File: config.mk
export PLATFORM = sky130hd
export DESIGN_NAME = lpif_link_top
export DESIGN_NICKNAME = d
export VERILOG_FILES = /design/src/rtl/lpif_link_pkg.sv /design/src/rtl/link_auto_sync.sv /design/src/rtl/lpif_link_top.sv /design/src/rtl/lpif_rx_unpacker.sv /design/src/rtl/lpif_tx_packer.sv
export SDC_FILE = /design/constraint.sdc
export NUM_CORES = 1
export LEC_CHECK = 0
export BUFFER_PORTS_ARGS = -buffer_cell sky130_fd_sc_hd__buf_2
export CAP_MARGIN = 20
export CORE_AREA = 8 8 496 498
export CTS_CLUSTER_DIAMETER = 200
export DETAILED_ROUTE_END_ITERATION = 10
export DIE_AREA = 0 0 504 506
export PLACE_DENSITY = 0.32
export SLEW_MARGIN = 20
export SYNTH_ARGS = -nofsm -noshare
export SYNTH_HDL_FRONTEND = slang
export SYNTH_SLANG_ARGS = --single-unit
File: constraint.sdc
create_clock -name clk_wr -period 2.6 [get_ports clk_wr]
set_input_delay 0.26 -clock clk_wr [delete_from_list [all_inputs] [get_ports clk_wr]]
set_output_delay 0.26 -clock clk_wr [all_outputs]
set_load 0.02 [all_outputs]
File: src/rtl/lpif_link_pkg.sv
package lpif_link_pkg;

  ////////////////////////////////////////
  // LPIF beat field widths
  ////////////////////////////////////////

  localparam int STATE_W  = 4;
  localparam int PROTID_W = 2;
  localparam int DATA_W   = 256;
  localparam int CRC_W    = 8;

  // Whole beat including the three single-bit flags
  localparam int LINK_W = STATE_W + PROTID_W + DATA_W + CRC_W + 3;

  ////////////////////////////////////////
  // PHY channel geometry
  ////////////////////////////////////////

  localparam int PHY_W = 160;
  localparam int MRK_W = 2;

  // Link word padded by one bit, then halved
  localparam int CHAN_PAYLOAD_W = (LINK_W + 1) / 2;

  // Top bits of every PHY word left unused
  localparam int PAD_W = PHY_W - CHAN_PAYLOAD_W - 1 - MRK_W;

  // Config and status widths
  localparam int DELAY_W = 16;
  localparam int DEBUG_W = 32;

  // Auto-sync stage indices
  localparam int SYNC_TX     = 0;
  localparam int SYNC_STB    = 1;
  localparam int SYNC_RX     = 2;
  localparam int AUTO_SYNC_N = 3;

  // One LPIF beat, state in the top bits
  typedef struct packed {
    logic [STATE_W-1:0]  state;
    logic [PROTID_W-1:0] protid;
    logic [DATA_W-1:0]   data;
    logic                dvalid;
    logic [CRC_W-1:0]    crc;
    logic                crc_valid;
    logic                valid;
  } lpif_stream_t;

  // One 160-bit word on a PHY channel
  typedef struct packed {
    logic [PAD_W-1:0]          pad;
    logic [CHAN_PAYLOAD_W-1:0] payload;
    logic                      strobe;
    logic [MRK_W-1:0]          marker;
  } phy_chan_t;

  // Auto-sync outputs toward the datapath
  typedef struct packed {
    logic             tx_online;
    logic             ins_stb;
    logic [MRK_W-1:0] mrk;
    logic             rx_online;
  } link_ctrl_t;

endpackage

File: src/rtl/link_auto_sync.sv
module link_auto_sync (
  input  logic                                clk_wr,
  input  logic                                reset,
  input  logic                                tx_online,
  input  logic                                rx_online,
  input  logic [lpif_link_pkg::MRK_W-1:0]     tx_mrk_userbit,
  input  logic                                tx_stb_userbit,
  input  logic [lpif_link_pkg::DELAY_W-1:0]   delay_x_value,
  input  logic [lpif_link_pkg::DELAY_W-1:0]   delay_y_value,
  input  logic [lpif_link_pkg::DELAY_W-1:0]   delay_z_value,
  output lpif_link_pkg::link_ctrl_t           ctrl,
  output logic                                stb_bit
);

  ////////////////////////////////////////
  // Stage state
  ////////////////////////////////////////

  // Per stage enable, its last sampled value and the done flag
  logic [lpif_link_pkg::AUTO_SYNC_N-1:0] en_d;
  logic [lpif_link_pkg::AUTO_SYNC_N-1:0] seen_q;
  logic [lpif_link_pkg::AUTO_SYNC_N-1:0] done_q;
  logic [lpif_link_pkg::AUTO_SYNC_N-1:0] done_d;

  // Delay per stage and the running down-counters
  logic [lpif_link_pkg::AUTO_SYNC_N-1:0][lpif_link_pkg::DELAY_W-1:0] dly;
  logic [lpif_link_pkg::AUTO_SYNC_N-1:0][lpif_link_pkg::DELAY_W-1:0] cnt_q;
  logic [lpif_link_pkg::AUTO_SYNC_N-1:0][lpif_link_pkg::DELAY_W-1:0] cnt_d;

  // Y for tx online, Z for strobe insert, X for rx online
  assign dly = {delay_x_value, delay_z_value, delay_y_value};

  ////////////////////////////////////////
  // Counter next state
  ////////////////////////////////////////

  always_comb begin
    for (int i = 0; i < lpif_link_pkg::AUTO_SYNC_N; i++) begin
      // Strobe stage chains on the next tx online flag
      case (i)
        lpif_link_pkg::SYNC_TX:  en_d[i] = tx_online;
        lpif_link_pkg::SYNC_STB: en_d[i] = done_d[lpif_link_pkg::SYNC_TX];
        default:                 en_d[i] = rx_online;
      endcase

      cnt_d[i]  = cnt_q[i];
      done_d[i] = done_q[i];

      if (!en_d[i]) begin
        // Input low clears the stage at once
        cnt_d[i]  = '0;
        done_d[i] = 1'b0;
      end else if (!seen_q[i]) begin
        // First edge with input high
        if (dly[i] == '0) begin
          done_d[i] = 1'b1;
        end else begin
          cnt_d[i] = dly[i];
        end
      end else if (!done_q[i]) begin
        // Counting down toward expiry
        if (cnt_q[i] <= 1) begin
          cnt_d[i]  = '0;
          done_d[i] = 1'b1;
        end else begin
          cnt_d[i] = cnt_q[i] - 1'b1;
        end
      end
    end
  end

  always_ff @(posedge clk_wr) begin
    if (reset) begin
      seen_q <= '0;
      done_q <= '0;
      cnt_q  <= '0;
    end else begin
      seen_q <= en_d;
      done_q <= done_d;
      cnt_q  <= cnt_d;
    end
  end

  ////////////////////////////////////////
  // Outputs
  ////////////////////////////////////////

  // Markers persist for as long as insertion is on
  assign ctrl = '{
    tx_online: done_q[lpif_link_pkg::SYNC_TX],
    ins_stb:   done_q[lpif_link_pkg::SYNC_STB],
    mrk:       done_q[lpif_link_pkg::SYNC_STB] ? tx_mrk_userbit : '0,
    rx_online: done_q[lpif_link_pkg::SYNC_RX]
  };

  // User strobe only once insertion is enabled
  assign stb_bit = tx_stb_userbit & done_q[lpif_link_pkg::SYNC_STB];

  // Losing tx online drops the whole transmit chain next cycle
  a_tx_off_clears: assert property (@(posedge clk_wr) disable iff (reset)
    !tx_online |=> !ctrl.ins_stb && !ctrl.tx_online);

  a_rx_off_clears: assert property (@(posedge clk_wr) disable iff (reset)
    !rx_online |=> !ctrl.rx_online);

endmodule

File: src/rtl/lpif_link_top.sv
module lpif_link_top (
  input  logic                                clk_wr,
  input  logic                                reset,

  // Online control
  input  logic                                tx_online,
  input  logic                                rx_online,

  // User strobe and marker bits
  input  logic [lpif_link_pkg::MRK_W-1:0]     tx_mrk_userbit,
  input  logic                                tx_stb_userbit,

  // Online delays in cycles
  input  logic [lpif_link_pkg::DELAY_W-1:0]   delay_x_value,
  input  logic [lpif_link_pkg::DELAY_W-1:0]   delay_y_value,
  input  logic [lpif_link_pkg::DELAY_W-1:0]   delay_z_value,

  // LPIF streams
  input  lpif_link_pkg::lpif_stream_t         dstrm,
  output lpif_link_pkg::lpif_stream_t         ustrm,

  // PHY lanes
  output lpif_link_pkg::phy_chan_t            tx_phy0,
  output lpif_link_pkg::phy_chan_t            tx_phy1,
  input  lpif_link_pkg::phy_chan_t            rx_phy0,
  input  lpif_link_pkg::phy_chan_t            rx_phy1,

  // Debug status
  output logic [lpif_link_pkg::DEBUG_W-1:0]   tx_downstream_debug_status,
  output logic [lpif_link_pkg::DEBUG_W-1:0]   rx_upstream_debug_status
);

  // Sequenced control to both datapaths
  lpif_link_pkg::link_ctrl_t ctrl;

  // Gated user strobe
  logic stb_bit;

  ////////////////////////////////////////
  // Auto sync
  ////////////////////////////////////////

  link_auto_sync u_auto_sync (
    .clk_wr         (clk_wr),
    .reset          (reset),
    .tx_online      (tx_online),
    .rx_online      (rx_online),
    .tx_mrk_userbit (tx_mrk_userbit),
    .tx_stb_userbit (tx_stb_userbit),
    .delay_x_value  (delay_x_value),
    .delay_y_value  (delay_y_value),
    .delay_z_value  (delay_z_value),
    .ctrl           (ctrl),
    .stb_bit        (stb_bit)
  );

  ////////////////////////////////////////
  // Datapaths
  ////////////////////////////////////////

  // Downstream toward the PHY
  lpif_tx_packer u_tx_packer (
    .clk_wr     (clk_wr),
    .reset      (reset),
    .ctrl       (ctrl),
    .stb_bit    (stb_bit),
    .dstrm      (dstrm),
    .tx_phy0    (tx_phy0),
    .tx_phy1    (tx_phy1),
    .sent_count (tx_downstream_debug_status)
  );

  // Upstream from the PHY
  lpif_rx_unpacker u_rx_unpacker (
    .clk_wr     (clk_wr),
    .reset      (reset),
    .rx_online  (ctrl.rx_online),
    .rx_phy0    (rx_phy0),
    .rx_phy1    (rx_phy1),
    .ustrm      (ustrm),
    .drop_count (rx_upstream_debug_status)
  );

endmodule

File: src/rtl/lpif_rx_unpacker.sv
module lpif_rx_unpacker (
  input  logic                                clk_wr,
  input  logic                                reset,
  input  logic                                rx_online,
  input  lpif_link_pkg::phy_chan_t            rx_phy0,
  input  lpif_link_pkg::phy_chan_t            rx_phy1,
  output lpif_link_pkg::lpif_stream_t         ustrm,
  output logic [lpif_link_pkg::DEBUG_W-1:0]   drop_count
);

  ////////////////////////////////////////
  // Rebuild
  ////////////////////////////////////////

  // Both lanes must carry the strobe
  logic both_stb;

  // Beat rebuilt from the two payloads
  lpif_link_pkg::lpif_stream_t rx_beat;

  // Word is accepted this edge
  logic take;

  // Valid beat that is thrown away
  logic drop;

  assign both_stb = rx_phy0.strobe & rx_phy1.strobe;

  // Spare top bit of channel 1 is not part of the beat
  assign rx_beat = lpif_link_pkg::lpif_stream_t'({
    rx_phy1.payload[lpif_link_pkg::LINK_W-lpif_link_pkg::CHAN_PAYLOAD_W-1:0],
    rx_phy0.payload
  });

  assign take = rx_online & both_stb;

  // Only counted while the receive side is online
  assign drop = rx_online & ~both_stb & rx_beat.valid;

  ////////////////////////////////////////
  // Output register
  ////////////////////////////////////////

  always_ff @(posedge clk_wr) begin
    if (reset) begin
      ustrm <= '0;
    end else if (take) begin
      ustrm <= rx_beat;
    end else begin
      // Nothing forwarded without a full strobe pair
      ustrm <= '0;
    end
  end

  // Dropped word counter for debug status
  always_ff @(posedge clk_wr) begin
    if (reset) begin
      drop_count <= '0;
    end else if (drop) begin
      drop_count <= drop_count + 1'b1;
    end
  end

  ////////////////////////////////////////
  // Checks
  ////////////////////////////////////////

  // Upstream valid traces back to an online receive path
  a_valid_needs_online: assert property (@(posedge clk_wr) disable iff (reset)
    ustrm.valid |-> $past(rx_online));

endmodule

File: src/rtl/lpif_tx_packer.sv
module lpif_tx_packer (
  input  logic                                clk_wr,
  input  logic                                reset,
  input  lpif_link_pkg::link_ctrl_t           ctrl,
  input  logic                                stb_bit,
  input  lpif_link_pkg::lpif_stream_t         dstrm,
  output lpif_link_pkg::phy_chan_t            tx_phy0,
  output lpif_link_pkg::phy_chan_t            tx_phy1,
  output logic [lpif_link_pkg::DEBUG_W-1:0]   sent_count
);

  ////////////////////////////////////////
  // Link word split
  ////////////////////////////////////////

  // Beat zero-extended to two full payloads
  logic [2*lpif_link_pkg::CHAN_PAYLOAD_W-1:0] link_ext;

  // Low half to channel 0
  logic [lpif_link_pkg::CHAN_PAYLOAD_W-1:0] pay_lo;

  // High half with the spare zero on top to channel 1
  logic [lpif_link_pkg::CHAN_PAYLOAD_W-1:0] pay_hi;

  assign link_ext = {
    {(2*lpif_link_pkg::CHAN_PAYLOAD_W - lpif_link_pkg::LINK_W){1'b0}},
    dstrm
  };

  assign pay_lo = link_ext[lpif_link_pkg::CHAN_PAYLOAD_W-1:0];
  assign pay_hi = link_ext[2*lpif_link_pkg::CHAN_PAYLOAD_W-1 -: lpif_link_pkg::CHAN_PAYLOAD_W];

  // Builds one PHY word, pad stays zero
  function automatic lpif_link_pkg::phy_chan_t make_chan(
    input logic [lpif_link_pkg::CHAN_PAYLOAD_W-1:0] payload,
    input logic                                     stb,
    input logic [lpif_link_pkg::MRK_W-1:0]          mrk
  );
    lpif_link_pkg::phy_chan_t w;
    w         = '0;
    w.payload = payload;
    w.strobe  = stb;
    w.marker  = mrk;
    return w;
  endfunction

  ////////////////////////////////////////
  // Output register
  ////////////////////////////////////////

  always_ff @(posedge clk_wr) begin
    if (reset) begin
      tx_phy0    <= '0;
      tx_phy1    <= '0;
      sent_count <= '0;
    end else if (ctrl.tx_online) begin
      // Same strobe and marker stamped on both lanes
      tx_phy0 <= make_chan(pay_lo, stb_bit, ctrl.mrk);
      tx_phy1 <= make_chan(pay_hi, stb_bit, ctrl.mrk);

      // Count only real beats
      if (dstrm.valid) begin
        sent_count <= sent_count + 1'b1;
      end
    end else begin
      // Idle lanes while offline
      tx_phy0 <= '0;
      tx_phy1 <= '0;
    end
  end

  ////////////////////////////////////////
  // Checks
  ////////////////////////////////////////

  a_pad_zero: assert property (@(posedge clk_wr) disable iff (reset)
    tx_phy0.pad == '0 && tx_phy1.pad == '0);

  // Strobe on the wire only after auto-sync enabled insertion
  a_stb_needs_ins: assert property (@(posedge clk_wr) disable iff (reset)
    (tx_phy0.strobe || tx_phy1.strobe) |-> $past(ctrl.ins_stb));

endmodule

==> reports/qor.yml <==
final_layout:
  layout-drive-gt1-share: 0.371
  final_cells: 7181
  seq_area_um2: 13300
  fillers: 26900
  multiInputGateArea_um2: 7280
  fin_nets: 4522
  fin_util: 0.171
  design_area_um2: 40900
  syn_to_final_growth_pct: 92.5
worst_setup_path:
  crit_required_ns: 3.21
  rr_startpoint: "u_auto_sync.cnt_q[44]$_SDFFE_PP0P_"
  start_kind: "input pin"
  cp_max_fo: 8
  cp-end-kind: "register"
  rr_worst_depth: 7
  rrSetupSlack_ns: 0.15
  critPathArrivalTime_ns: 3.06
  reg2reg_to: "u_auto_sync.cnt_q[41]$_SDFFE_PP0P_"
  criticalPathCategory: "in -> reg"
cts:
  path_clk_slew_ns: 0.06
  cts_tree: "built"
  cts.sinks: 666
  cts_made_buffers: 97
  cts_buffer_depth: 3
  clockRootBuffer: "clkbuf_16"
  post_cts_buffers: 0
  clock_latency_ns: 0.73
  htreeDepth: 3
yosys:
  avgSynthCellArea_um2: 10.7
  seq_area_frac_synth: 0.628
  synth-seq-cells: 666
  yosysWarnings: 0
  syn_area_um2: 21200
  ys_dominant_reg_cell: "dfxtp_1"
  synth-async-reset-ratio: 0
  synth_edf_count: 0
  synth_cell_types: 62
  syn_inst: 1984
min_path:
  hp-start: "delay_y_value[8]"
  holdPathStages: 3
  whs_endpoint: "u_auto_sync.cnt_q[8]$_SDFFE_PP0P_"
  min_path_type: "in -> reg"
drt:
  drt_iter0_markers: 1181
  wl_per_cell_um: 24.7
  drtPass1Iterations: 5
  avgViaCountPerCell: 3.09
  drc_errors: 0
  via_count: 22200
  drtAntennaViolNets: 0
  routed_wl_um: 177000
grt:
  antenna_found_initial: 105
  grt_pass1_wl_um: 228000
  globalRouteOverflowTotal: 0
  grt_max_degree: 120
  grt_usage: 0.132
  grt_pass1_vias: 23100
place:
  pre_cts_slack_ns: 0.189
  dp.cells: 6351
  placed_area_um2: 31300
  port_buffers: 1218
  dpl.hpwl_um: 151000
  gp_congestion: 0.931
timing:
  setup_slack_ns: 0.143
  tns_ns: 0
  maxSlewHeadroom: 0.531
  grt_setup_unrepaired: "false"
  skew_ns: 0.0740
  timing.fmax_ghz: 0.407
  worst_pin_slew_ns: 0.704
  setup_viol: 0
  period_needed_ns: 2.46
  hold_viol: 0
  fin_crit_sh: 0.945
  slew_viol_final: 0
floorplan:
  std_cell_rows: 180
  die_w_um: 504
  io_pins: 1305
  initial_core_util: 0.0889
  die_y_um: 506
  core_region_area_um2: 239000
  die_area_um2: 255000
flow_run:
  cap_violations: 0
power_and_ir_drop:
  ir_worst_vdd_mv: 0.440
  power_density_nw_per_um2: 655
  power_leakage_nw: 18.6
outcome:
  status: "complete, no violations"
cell type report:
| cell class | instances | share of cell area |
|---|---|---|
| sequential | 666 | 0.326 |
| clock inverter | 52 | 0.0166 |
| antenna | 52 | 0.00318 |
| inverter | 27 | 0.00248 |
| timing repair buffer | 1883 | 0.309 |
| tap | 3185 | 0.0975 |
| multi-input combinational | 1191 | 0.178 |
| clock buffer | 125 | 0.0667 |
flip-flops by register name, summed over array words and instances, names as in the netlist:
register,flops
u_auto_sync.cnt_q,48
u_auto_sync.done_q,2
u_auto_sync.seen_q,3
u_rx_unpacker.drop_count,32
u_rx_unpacker.ustrm,273
u_tx_packer.sent_count,32
u_tx_packer.tx_phy0,140
u_tx_packer.tx_phy1,136
power by group:
part	internal [mW]	switching (mW)
logic	1.23	1.10
registers	10.3	0.0880
clock network	8.36	5.70
layer usage:
layer,wire length (µm),up-vias,GRT usage,part of all wire
met5,24,-,0,0.00014
met4,8240,4,0.0535,0.046
met3,13600,253,0.0416,0.076
met2,86300,1165,0.229,0.49
met1,69400,10500,0.150,0.39
li1,-,10300,-,-
synthesized netlist by cell type (5+ instances only):
cell type  instances  area, µm²
and2_1           549       3430
a22oi_1            6       45.0
clkbuf_1          92        345
or3_1             10       62.6
o21ai_0           42        210
xor2_1            31        272
a211oi_1           7       52.6
nor4_1            32        200
and3_1             9       56.3
nor2_1            90        338
ha_1               8        100
a21oi_1           42        210
nand4_1           32        200
o31ai_1            5       37.5
dfxtp_1          666      13300
o22ai_1            7       43.8
inv_1             24       90.1
a32oi_1            7       61.3
nand2b_1           8       50.1
buf_4             44        330
o32ai_1            7       61.3
xnor2_1           24        210
nand3_1           37        185
o21a_1            10       75.1
nor3b_1            5       37.5
mux2_2             5       56.3
and4_1            13        114
a221oi_1           6       52.6
or4_1             11       82.6
a31oi_1           10       62.6
nor3_1            20        100
nand2_1           69        259
worst max-delay path by stage:
| stage | start | to | slack (ns) |
|---|---|---|---|
| 4_1_cts | u_auto_sync.cnt_q[44]$_SDFFE_PP0P_ | u_auto_sync.cnt_q[41]$_SDFFE_PP0P_ | 0.16 |
| 3_5_place_dp | u_auto_sync.cnt_q[12]$_SDFFE_PP0P_ | u_auto_sync.cnt_q[5]$_SDFFE_PP0P_ | 0.19 |
| 5_1_grt | u_auto_sync.cnt_q[32]$_SDFFE_PP0P_ | u_auto_sync.cnt_q[37]$_SDFFE_PP0P_ | 0.02 |
| 2_1_floorplan | u_rx_unpacker.drop_count[0]$_SDFFE_PP0P_ | u_rx_unpacker.drop_count[28]$_SDFFE_PP0P_ | 0.34 |
| 6_report | delay_x_value[3] | u_auto_sync.cnt_q[34]$_SDFFE_PP0P_ | 0.14 |
| 3_3_place_gp | u_auto_sync.cnt_q[12]$_SDFFE_PP0P_ | u_auto_sync.cnt_q[5]$_SDFFE_PP0P_ | 0.17 |
repair_timing:
action	in CTS	in global routing
setup endpoints to repair	0	4
hold buffers	601	0
resized for setup	0	3
endpoints found under the hold margin	600	0
per-stage QoR:
step,power (mW),hold slack [ns]
finish,26.8,0.136
global route,28.0,0.106
CTS,27.5,0.0211
detailed placement,12.1,0.458
global placement,12.1,0.458
floorplan,11.2,0.382
worst max-delay path, stage by stage:
cell and delay, ns:
dlygate4sd3_1 0.56, buf_2 0.15, nor4_1 0.41, buf_4 0.21
a41o_1 0.33, and2_1 0.42, o32ai_1 0.14, dlygate4sd3_1 0.57
cell usage in the layout, fill, tap and decap left out, drive strengths merged, types with 20 or more instances in the layout:
cell type and n:
nor2 90, o21ai 43, a21oi 42, nor3 20, nand2 69, xnor2 24, conb 41, inv 27
clkbuf 125, dfxtp 666, and2 550, buf 1282, nor4 34, dlygate4sd3 601, diode 52, clkinv 34
xor2 31, nand3 37, nand4 32
kinds of logic after synthesis:
logic type,after synthesis,synth area share
mux,6,0.00312
buf+inv,167,0.0374
xor+xnor,55,0.0227
simple gates,903,0.249
fa+ha+maj,8,0.00471
flops,666,0.628
other cells,1,0.000177
compound gates,178,0.0554
Note: power is estimated with default switching activity, not from simulation.
